<file path="src/glb_pkg.sv">
// Shared definitions for the global buffer bank behind an AXI4-Lite port.
// Holds bank geometry, bus widths, response codes and the controller states.
// Import it by wildcard in the header of any module that needs it.

package glb_pkg;

    // Bank geometry.
    localparam int BANK_DATA_WIDTH = 64;   // One word, eight bytes.
    localparam int BANK_ADDR_WIDTH = 12;   // Byte address, 4 KiB bank.
    localparam int BANK_BYTE_OFFSET = 3;   // Byte select bits within a word.
    localparam int BANK_WORD_ADDR_WIDTH = BANK_ADDR_WIDTH - BANK_BYTE_OFFSET;
    localparam int BANK_NUM_WORDS = 1 << BANK_WORD_ADDR_WIDTH;  // 512 words.

    // AXI4-Lite bus.
    localparam int AXI_ADDR_WIDTH = 16;
    localparam int AXI_STRB_WIDTH = BANK_DATA_WIDTH / 8;  // One strobe per byte.

    // Response codes.
    localparam logic [1:0] AXI_RESP_OKAY = 2'b00;
    localparam logic [1:0] AXI_RESP_SLVERR = 2'b10;

    // Controller FSM.
    typedef enum logic [2:0] {
        CTRL_IDLE,        // Waiting for a request.
        CTRL_WRITE,       // Write strobe to the bank.
        CTRL_READ,        // Read strobe to the bank.
        CTRL_READ_WAIT,   // Waiting for rd_valid.
        CTRL_WRITE_RESP,  // bvalid held until bready.
        CTRL_READ_RESP    // rvalid held until rready.
    } ctrl_state_e;

endpackage

</file>
<file path="src/glb_bank_if.sv">
// Link between the AXI4-Lite controller and the bank core.
// The controller issues single-cycle ren or wen strobes with a byte address;
// the core answers reads two cycles later with rd_valid and data_out.

`timescale 1ns/10ps

interface glb_bank_if import glb_pkg::*; ();

    logic                       ren;       // Read strobe.
    logic                       wen;       // Write strobe.
    logic [BANK_ADDR_WIDTH-1:0] addr;      // Bank byte address.
    logic [BANK_DATA_WIDTH-1:0] data_in;   // Write data.
    logic [BANK_DATA_WIDTH-1:0] bit_sel;   // Per-bit write mask, high = write.
    logic [BANK_DATA_WIDTH-1:0] data_out;  // Last read word.
    logic                       rd_valid;  // data_out is fresh this cycle.

    // Controller side.
    modport ctrl (
        output ren, wen, addr, data_in, bit_sel,
        input  data_out, rd_valid
    );

    // Bank core side.
    modport mem (
        input  ren, wen, addr, data_in, bit_sel,
        output data_out, rd_valid
    );

endinterface

</file>
<file path="src/glb_axil_bank_ctrl.sv">
// AXI4-Lite slave that serves one transaction at a time on the bank.
// Reads and writes alternate when both are pending; a read wins first.
// Out-of-range addresses answer SLVERR and never reach the bank.
// Responses are held until the master accepts them.

`timescale 1ns/10ps

module glb_axil_bank_ctrl import glb_pkg::*; (
    input  logic                       clk,
    input  logic                       reset,
    input  logic [AXI_ADDR_WIDTH-1:0]  awaddr,
    input  logic                       awvalid,
    output logic                       awready,
    input  logic [BANK_DATA_WIDTH-1:0] wdata,
    input  logic [AXI_STRB_WIDTH-1:0]  wstrb,
    input  logic                       wvalid,
    output logic                       wready,
    output logic [1:0]                 bresp,
    output logic                       bvalid,
    input  logic                       bready,
    input  logic [AXI_ADDR_WIDTH-1:0]  araddr,
    input  logic                       arvalid,
    output logic                       arready,
    output logic [BANK_DATA_WIDTH-1:0] rdata,
    output logic [1:0]                 rresp,
    output logic                       rvalid,
    input  logic                       rready,
    glb_bank_if.ctrl                   bank
);

    ctrl_state_e                state;
    ctrl_state_e                state_next;
    logic                       wr_pend;
    logic                       rd_pend;
    logic                       take_rd;      // Read accepted this cycle.
    logic                       take_wr;      // Write accepted this cycle.
    logic                       last_rd;      // Last served kind was a read.
    logic [AXI_ADDR_WIDTH-1:0]  req_addr;
    logic                       req_in_range;
    logic [BANK_ADDR_WIDTH-1:0] addr_q;
    logic                       in_range_q;
    logic [BANK_DATA_WIDTH-1:0] wdata_q;
    logic [AXI_STRB_WIDTH-1:0]  wstrb_q;
    logic [BANK_DATA_WIDTH-1:0] bit_sel;

    // Arbitration.
    assign wr_pend = awvalid && wvalid;  // Need both channels.
    assign rd_pend = arvalid;
    assign take_rd = (state == CTRL_IDLE) && rd_pend && (!wr_pend || !last_rd);
    assign take_wr = (state == CTRL_IDLE) && wr_pend && !take_rd;

    assign arready = take_rd;
    assign awready = take_wr;  // Together with wready.
    assign wready = take_wr;

    // Range decode on the accepted address.
    assign req_addr = take_rd ? araddr : awaddr;
    assign req_in_range = (req_addr[AXI_ADDR_WIDTH-1:BANK_ADDR_WIDTH] == '0);

    always_comb begin
        state_next = state;
        case (state)
            CTRL_IDLE: begin
                if (take_rd) begin
                    state_next = CTRL_READ;
                end else if (take_wr) begin
                    state_next = CTRL_WRITE;
                end
            end
            CTRL_WRITE:      state_next = CTRL_WRITE_RESP;
            CTRL_READ:       state_next = in_range_q ? CTRL_READ_WAIT : CTRL_READ_RESP;
            CTRL_READ_WAIT:  if (bank.rd_valid) state_next = CTRL_READ_RESP;
            CTRL_WRITE_RESP: if (bready) state_next = CTRL_IDLE;
            CTRL_READ_RESP:  if (rready) state_next = CTRL_IDLE;
            default:         state_next = CTRL_IDLE;
        endcase
    end

    always_ff @(posedge clk or posedge reset) begin
        if (reset) begin
            state <= CTRL_IDLE;
            last_rd <= 1'b0;  // So the first tie goes to the read.
        end else begin
            state <= state_next;
            if (take_rd) begin
                last_rd <= 1'b1;
            end else if (take_wr) begin
                last_rd <= 1'b0;
            end
        end
    end

    // Request and response payload.
    always_ff @(posedge clk) begin
        if (take_rd || take_wr) begin
            addr_q <= req_addr[BANK_ADDR_WIDTH-1:0];
            in_range_q <= req_in_range;
        end
        if (take_wr) begin
            wdata_q <= wdata;
            wstrb_q <= wstrb;
            bresp <= req_in_range ? AXI_RESP_OKAY : AXI_RESP_SLVERR;
        end
        if (state == CTRL_READ && !in_range_q) begin
            rdata <= '0;  // Nothing read.
            rresp <= AXI_RESP_SLVERR;
        end else if (state == CTRL_READ_WAIT && bank.rd_valid) begin
            rdata <= bank.data_out;
            rresp <= AXI_RESP_OKAY;
        end
    end

    // Byte strobes widened to bit mask.
    always_comb begin
        for (int i = 0; i < AXI_STRB_WIDTH; i++) begin
            bit_sel[8*i +: 8] = {8{wstrb_q[i]}};
        end
    end

    // Bank strobes, in range only.
    assign bank.ren = (state == CTRL_READ) && in_range_q;
    assign bank.wen = (state == CTRL_WRITE) && in_range_q;
    assign bank.addr = addr_q;
    assign bank.data_in = wdata_q;
    assign bank.bit_sel = bit_sel;

    assign bvalid = (state == CTRL_WRITE_RESP);
    assign rvalid = (state == CTRL_READ_RESP);

endmodule

</file>
<file path="src/flat_wrapper.sv">
// flat-port wrapper written by rule: the top's interface ports become plain ports
module glb_axil_bank_ctrl_flat import glb_pkg::*;
  (clk, reset, awaddr, awvalid, awready, wdata, wstrb, wvalid, wready, bresp, bvalid, bready, araddr, arvalid, arready, rdata, rresp, rvalid, rready, bank_ren, bank_wen, bank_addr, bank_data_in, bank_bit_sel, bank_data_out, bank_rd_valid);
  glb_bank_if bank_i ();
  input  logic clk;
  input  logic reset;
  input  logic [AXI_ADDR_WIDTH-1:0] awaddr;
  input  logic awvalid;
  output logic awready;
  input  logic [BANK_DATA_WIDTH-1:0] wdata;
  input  logic [AXI_STRB_WIDTH-1:0] wstrb;
  input  logic wvalid;
  output logic wready;
  output logic [1:0] bresp;
  output logic bvalid;
  input  logic bready;
  input  logic [AXI_ADDR_WIDTH-1:0] araddr;
  input  logic arvalid;
  output logic arready;
  output logic [BANK_DATA_WIDTH-1:0] rdata;
  output logic [1:0] rresp;
  output logic rvalid;
  input  logic rready;
  output wire logic [$bits(bank_i.ren)-1:0] bank_ren;
  output wire logic [$bits(bank_i.wen)-1:0] bank_wen;
  output wire logic [$bits(bank_i.addr)-1:0] bank_addr;
  output wire logic [$bits(bank_i.data_in)-1:0] bank_data_in;
  output wire logic [$bits(bank_i.bit_sel)-1:0] bank_bit_sel;
  input wire logic [$bits(bank_i.data_out)-1:0] bank_data_out;
  input wire logic [$bits(bank_i.rd_valid)-1:0] bank_rd_valid;
  assign bank_ren = bank_i.ren;
  assign bank_wen = bank_i.wen;
  assign bank_addr = bank_i.addr;
  assign bank_data_in = bank_i.data_in;
  assign bank_bit_sel = bank_i.bit_sel;
  assign bank_i.data_out = bank_data_out;
  assign bank_i.rd_valid = bank_rd_valid;
  glb_axil_bank_ctrl u_core (.clk(clk), .reset(reset), .awaddr(awaddr), .awvalid(awvalid), .awready(awready), .wdata(wdata), .wstrb(wstrb), .wvalid(wvalid), .wready(wready), .bresp(bresp), .bvalid(bvalid), .bready(bready), .araddr(araddr), .arvalid(arvalid), .arready(arready), .rdata(rdata), .rresp(rresp), .rvalid(rvalid), .rready(rready), .bank(bank_i));
endmodule
</file>
<file path="config.mk">
export PLATFORM = sky130hd
export DESIGN_NAME = glb_axil_bank_ctrl_flat
export DESIGN_NICKNAME = d
export VERILOG_FILES = /design/src/glb_pkg.sv /design/src/glb_bank_if.sv /design/src/glb_axil_bank_ctrl.sv /design/src/flat_wrapper.sv
export SDC_FILE = /design/constraint.sdc
export NUM_CORES = 1
export LEC_CHECK = 0
export BUFFER_PORTS_ARGS = -buffer_cell sky130_fd_sc_hd__buf_2
export CAP_MARGIN = 30
export CORE_AREA = 10 10 143 145
export DETAILED_ROUTE_END_ITERATION = 10
export DIE_AREA = 0 0 153 155
export GPL_TIMING_DRIVEN = 0
export PLACE_DENSITY = 0.72
export SLEW_MARGIN = 20
export SYNTH_ARGS = -nofsm -noshare
export SYNTH_HDL_FRONTEND = slang
export SYNTH_SLANG_ARGS = --single-unit
</file>
<file path="constraint.sdc">
create_clock -name clk -period 2.7 [get_ports clk]
set_input_delay 0 -clock clk [delete_from_list [all_inputs] [get_ports clk]]
set_output_delay 0 -clock clk [all_outputs]
set_load 0.01 [all_outputs]
</file>
# [Word level (Yosys, flattened, before mapping)]
# Index checks and enable logic that the tools add are counted.
[word_totals] register_bits=156 latch_bits=0 ramBits=0 rom_bits=0 mem_count=0
[op_classes] add_sub_neg=0 mul=0 div=0 order_cmp=0 eq_ne=9 shifts=0 n_mux=11 bitwise_logic=0 reduce_logical=19
[op_table] op="3-bit two-way mux" count=6
[op_table] op="3-bit one-hot mux with 6 select lines" count=1
[op_table] op="16-bit two-way mux" count=1
[op_table] op="1-bit logical AND" count=9
[op_table] op="3-bit by 2-bit equality test with 1-bit output, second input constant" count=2
[op_table] op="3-bit equality test, second input constant" count=2
[op_table] op="1-bit zero test" count=4
[op_table] op="4-bit zero test" count=1
[op_table] op="2-bit by 1-bit inequality test with 1-bit output, second input constant" count=2
[op_table] op="4-bit AND reduction" count=1
[op_table] op="3-bit by 1-bit equality test with 1-bit output, second input constant" count=1
[op_table] op="3-bit zero test" count=1
[op_table] op="3-bit by 1-bit inequality test with 1-bit output, second input constant" count=1
[op_table] op="1-bit logical OR" count=2
[op_table] op="1-bit two-way mux" count=2
[op_table] op="2-bit two-way mux" count=1
[op_table] op="2-bit inequality test, second input constant" count=1
[op_table] op="2-bit nonzero test" count=1

# [Depth between registers and ports, before layout]
[logic_depth] ltp_word=9 ltp_mapped=6 mapped_depth_nobuf=3

# [Worst setup path before layout]
# Ideal clock, no wire load.
[synth_path] path_kind="flip-flop to flip-flop" from="reg u_core.state[2]" to="reg u_core.wdata_q[0], in the netlist u_core.bank.data_in[0] (enable)" arrival_time_ps=2640 required_time_ps=2258 setup_slack_ps=-382 path_stages_with_launch=4 path_buffers=1 synth_period_minus_slack_ps=3082 cell_sequence="dfrtp_1 -> buf_6 -> nor3_4 -> and4_1"
[synth_via] elab_chain_len=5
[synth_rtl] item="from (decl)" line="glb_axil_bank_ctrl.sv:31" rtl="ctrl_state_e state;"
[synth_rtl] item="from (signal assigned)" line="glb_axil_bank_ctrl.sv:84" rtl="state <= state_next;"
[synth_rtl] item="3-bit zero test *" line="glb_axil_bank_ctrl.sv:49, glb_axil_bank_ctrl.sv:50"
[synth_rtl] item="1-bit logical AND (2 in a row)" line="glb_axil_bank_ctrl.sv:49" rtl="assign take_rd = (state == CTRL_IDLE) && rd_pend && (!wr_pend || !last_rd);"
[synth_rtl] item="1-bit zero test" line="glb_axil_bank_ctrl.sv:50" rtl="assign take_wr = (state == CTRL_IDLE) && wr_pend && !take_rd;"
[synth_rtl] item="1-bit logical AND *" line="glb_axil_bank_ctrl.sv:50"
[synth_rtl] item="named net awready" line="flat_wrapper.sv:9" rtl="output logic awready;"
[synth_rtl] item="to (signal assigned)" line="glb_axil_bank_ctrl.sv:100" rtl="wdata_q <= wdata;"
[synth_rtl] item="to (decl)" line="glb_axil_bank_ctrl.sv:42" rtl="logic [BANK_DATA_WIDTH-1:0] wdata_q;"
# The timed path passes the listed nets; every way through them passes the cells marked *.
# A chain may end at the register's enable or synchronous reset.

# [Worst setup path in the final report]
[layout_path] from="reg u_core.state[2]" to="out wready"
[layout_via] elab_chain_len=5
[layout_rtl] item="3-bit zero test *" line="glb_axil_bank_ctrl.sv:49, glb_axil_bank_ctrl.sv:50"
[layout_rtl] item="1-bit logical AND (2 in a row)" line="glb_axil_bank_ctrl.sv:49"
[layout_rtl] item="1-bit zero test" line="glb_axil_bank_ctrl.sv:50"
[layout_rtl] item="1-bit logical AND *" line="glb_axil_bank_ctrl.sv:50"
[layout_rtl] item="to (decl)" line="flat_wrapper.sv:13" rtl="output logic wready;"
# Every way passes the cells marked *; elsewhere a longest branch is shown, timed or not.

==> metrics <==
share of layout cells above drive strength 1 48.4%; outcome finished, final reports clean; crit-path max cell delay 0.46 ns; commonest non-fill, non-tap cell in the layout buf_2; fmax 0.433 GHz; sum of buffers and inverters on the critical path 4; Die Y 155 um; register area 3980 um2; fillers 1,405; first-pass GRT wire length 34.5 mm; Post-synth EDFFs 86; GRT Util Overall 18.2%; Antenna Nets Post-Route 0; final setup fails 0; full die area 23,700 um2; Slew @ Worst Pin 0.519 ns; post-place instance area 8090 um2; Yosys cell types 34; Post-synth ARST share 2.58%; sequential share of the synthesized area 68.5%; IO Pins 391; critical path class flip-flop to primary output; clk buf depth 2; global-route met3 utilization 7.22%; Worst Hold Class primary input to asynchronous set/reset pin; Final Hold Vio Count 0; Critical-path top delay cell and4_4; Avg Inst Size Synth 12.1 um2; Post-Syn Area 5820 um2; fin crit period 2.31 ns; Design Area, Final 10,400 um2; via count 5,755; antenna violations before repair 6; Initial Utilization 32.9%; Crit. End Element primary output; most frequent cells in the layout 405 x buf_2, 171 x dlygate4sd3_1, 128 x nand2_1; multi-input combinational cell area 1230 um2; Power Density 858 nW/um2; row count 49; startpoint types flip-flop; worst path required time 2.70 ns; DPL Wire Length 16.2 mm; # clock sinks 155; via/cell ratio 4.39; GRT busiest layer met2; vias in the first global route 6,139; Max-cap violations 0; Nets 1,238; Critical Path AT 2.31 ns; GR Overflow Total 0; largest net degree at the start of global routing 61; GPL Wtd Cong 0.818; VDD IR max 568 uV; number of I/O port buffers 388; Area Growth Syn to Fin 79.0%; Post-CTS Setup Bufs 0; H-tree depth 4; max-slew violations 0; clk_skew 0.00764 ns; Main synth FF type edfxtp_1; DR WL/cell 17.3 um; clock-pin slew on the worst setup and hold paths 0.06 ns; grt met1 use 17.8%; CP Max Fanout 60; cell count after synthesis 481; CTS tree yes; yosys warns 0; Global Route met2 Usage 32.8%; Die Width 153 um; critical path cell sequence buf_6 -> nor3_4 -> and4_4 -> buf_16 -> buf_4 -> buf_2; total CTS buffers 17; DRT Pass-1 Iters 4; Fin Hold WS 0.0359 ns; Worst slew margin 65.3%; RSZ-0062 raised after global routing no; later-pin clock latency in the skew report 0.41 ns; post-route clock period utilization 85.5%; CTS root buf clkbuf_16; DRC viols 0; Yosys reg bits 155; family with the most delay on the worst path buffers and inverters; leak pwr 0.00484 uW; 1st-iter DRT viols 189; drt total wl 22.7 mm; Post-CTS Resized 0; core box area 17,700 um2
## layout make-up
| class | count | share of cell area (%) |
|---|---|---|
| inverters | 4 | 0.144 |
| plain buffers | 84 | 5.65 |
| well taps | 229 | 2.75 |
| clock inverters | 9 | 0.817 |
| diodes | 6 | 0.144 |
| clock buffers | 23 | 4.92 |
| repair buffers | 561 | 35.4 |
| multi-input cells | 239 | 11.9 |
| flip-flops and latches | 155 | 38.3 |
## synth_stat cells, types with 2 or more instances
cell / n / share of area, %
clkbuf_1: 2 / 0.13
a21oi_1: 69 / 5.9
nor4_1: 2 / 0.22
buf_6: 2 / 0.39
nor2_1: 3 / 0.19
inv_1: 4 / 0.26
dfxtp_1: 65 / 22
nand2b_1: 3 / 0.32
dfrtp_1: 4 / 1.7
nand2_1: 128 / 8.3
buf_4: 63 / 8.1
mux2_4: 8 / 2.1
buf_2: 17 / 1.5
mux2_2: 5 / 0.97
edfxtp_1: 86 / 44
a41oi_1: 2 / 0.30
## metal layers
metal	routed length [um]	vias up
met5	0	-
met4	828	0
met3	2060	53
met2	11900	301
met1	7920	2651
li1	-	2750
## cell families after synthesis
kind of cell | after synthesis | share of synthesized area, %
buf+inv | 88 | 10.4
flops | 155 | 68.5
simple gates | 148 | 11.1
mux | 14 | 3.21
other cells | 1 | 0.0645
compound gates | 75 | 6.78
## where the power goes
| group | internal (uW) | switching, uW |
|---|---|---|
| sequential | 3270 | 336 |
| clock | 1430 | 929 |
| combinational | 1400 | 1570 |
| total | 6100 | 2840 |
## final timing paths
path,to,depth (start not counted),from,slack (ns)
worst max-delay path,wready,6,u_core.state[2],0.39
worst min-delay path,u_core.state[2],3,reset,0.04
worst max register to register,u_core.bank.addr[11],6,u_core.state[2],0.42
worst min register to register,u_core.rresp[1],1,u_core.rresp[1],0.45
max in group asynchronous,u_core.last_rd,3,reset,2.51
min in group clk,u_core.state[2],4,bank_rd_valid,0.06
## state kept, by name, indices dropped and copies added (netlist names)
signal,count
u_core.bresp,1
u_core.rdata,64
u_core.bank.addr,12
u_core.wstrb_q,8
u_core.last_rd,1
u_core.rresp,1
u_core.in_range_q,1
u_core.state,3
u_core.bank.data_in,64
## metrics by stage
stage                     TNS (ns)  util, %  worst slack [ns]  cells  power (uW)
after floorplan                  0        -             0.384    482        5070
after global placement       -2.60     45.6           -0.0422   1099        6230
after detailed placement         0     45.8             0.743   1101        6320
after CTS                        0     58.9             0.336   1304        8990
after global routing             0     58.9             0.263   1310        9420
final                            0     58.9             0.391   1310        8930
## tightest hold or removal path: stages
cell and delay, ns:
dlygate4sd3_1 0.55, buf_2 0.12, inv_1 0.14
## what timing repair did
item                                    in CTS  in global routing
endpoints found under the setup margin       0                  0
endpoints found under the hold margin      157                  0
hold buffers                               171                  0
(Power assumes the default switching activity.)
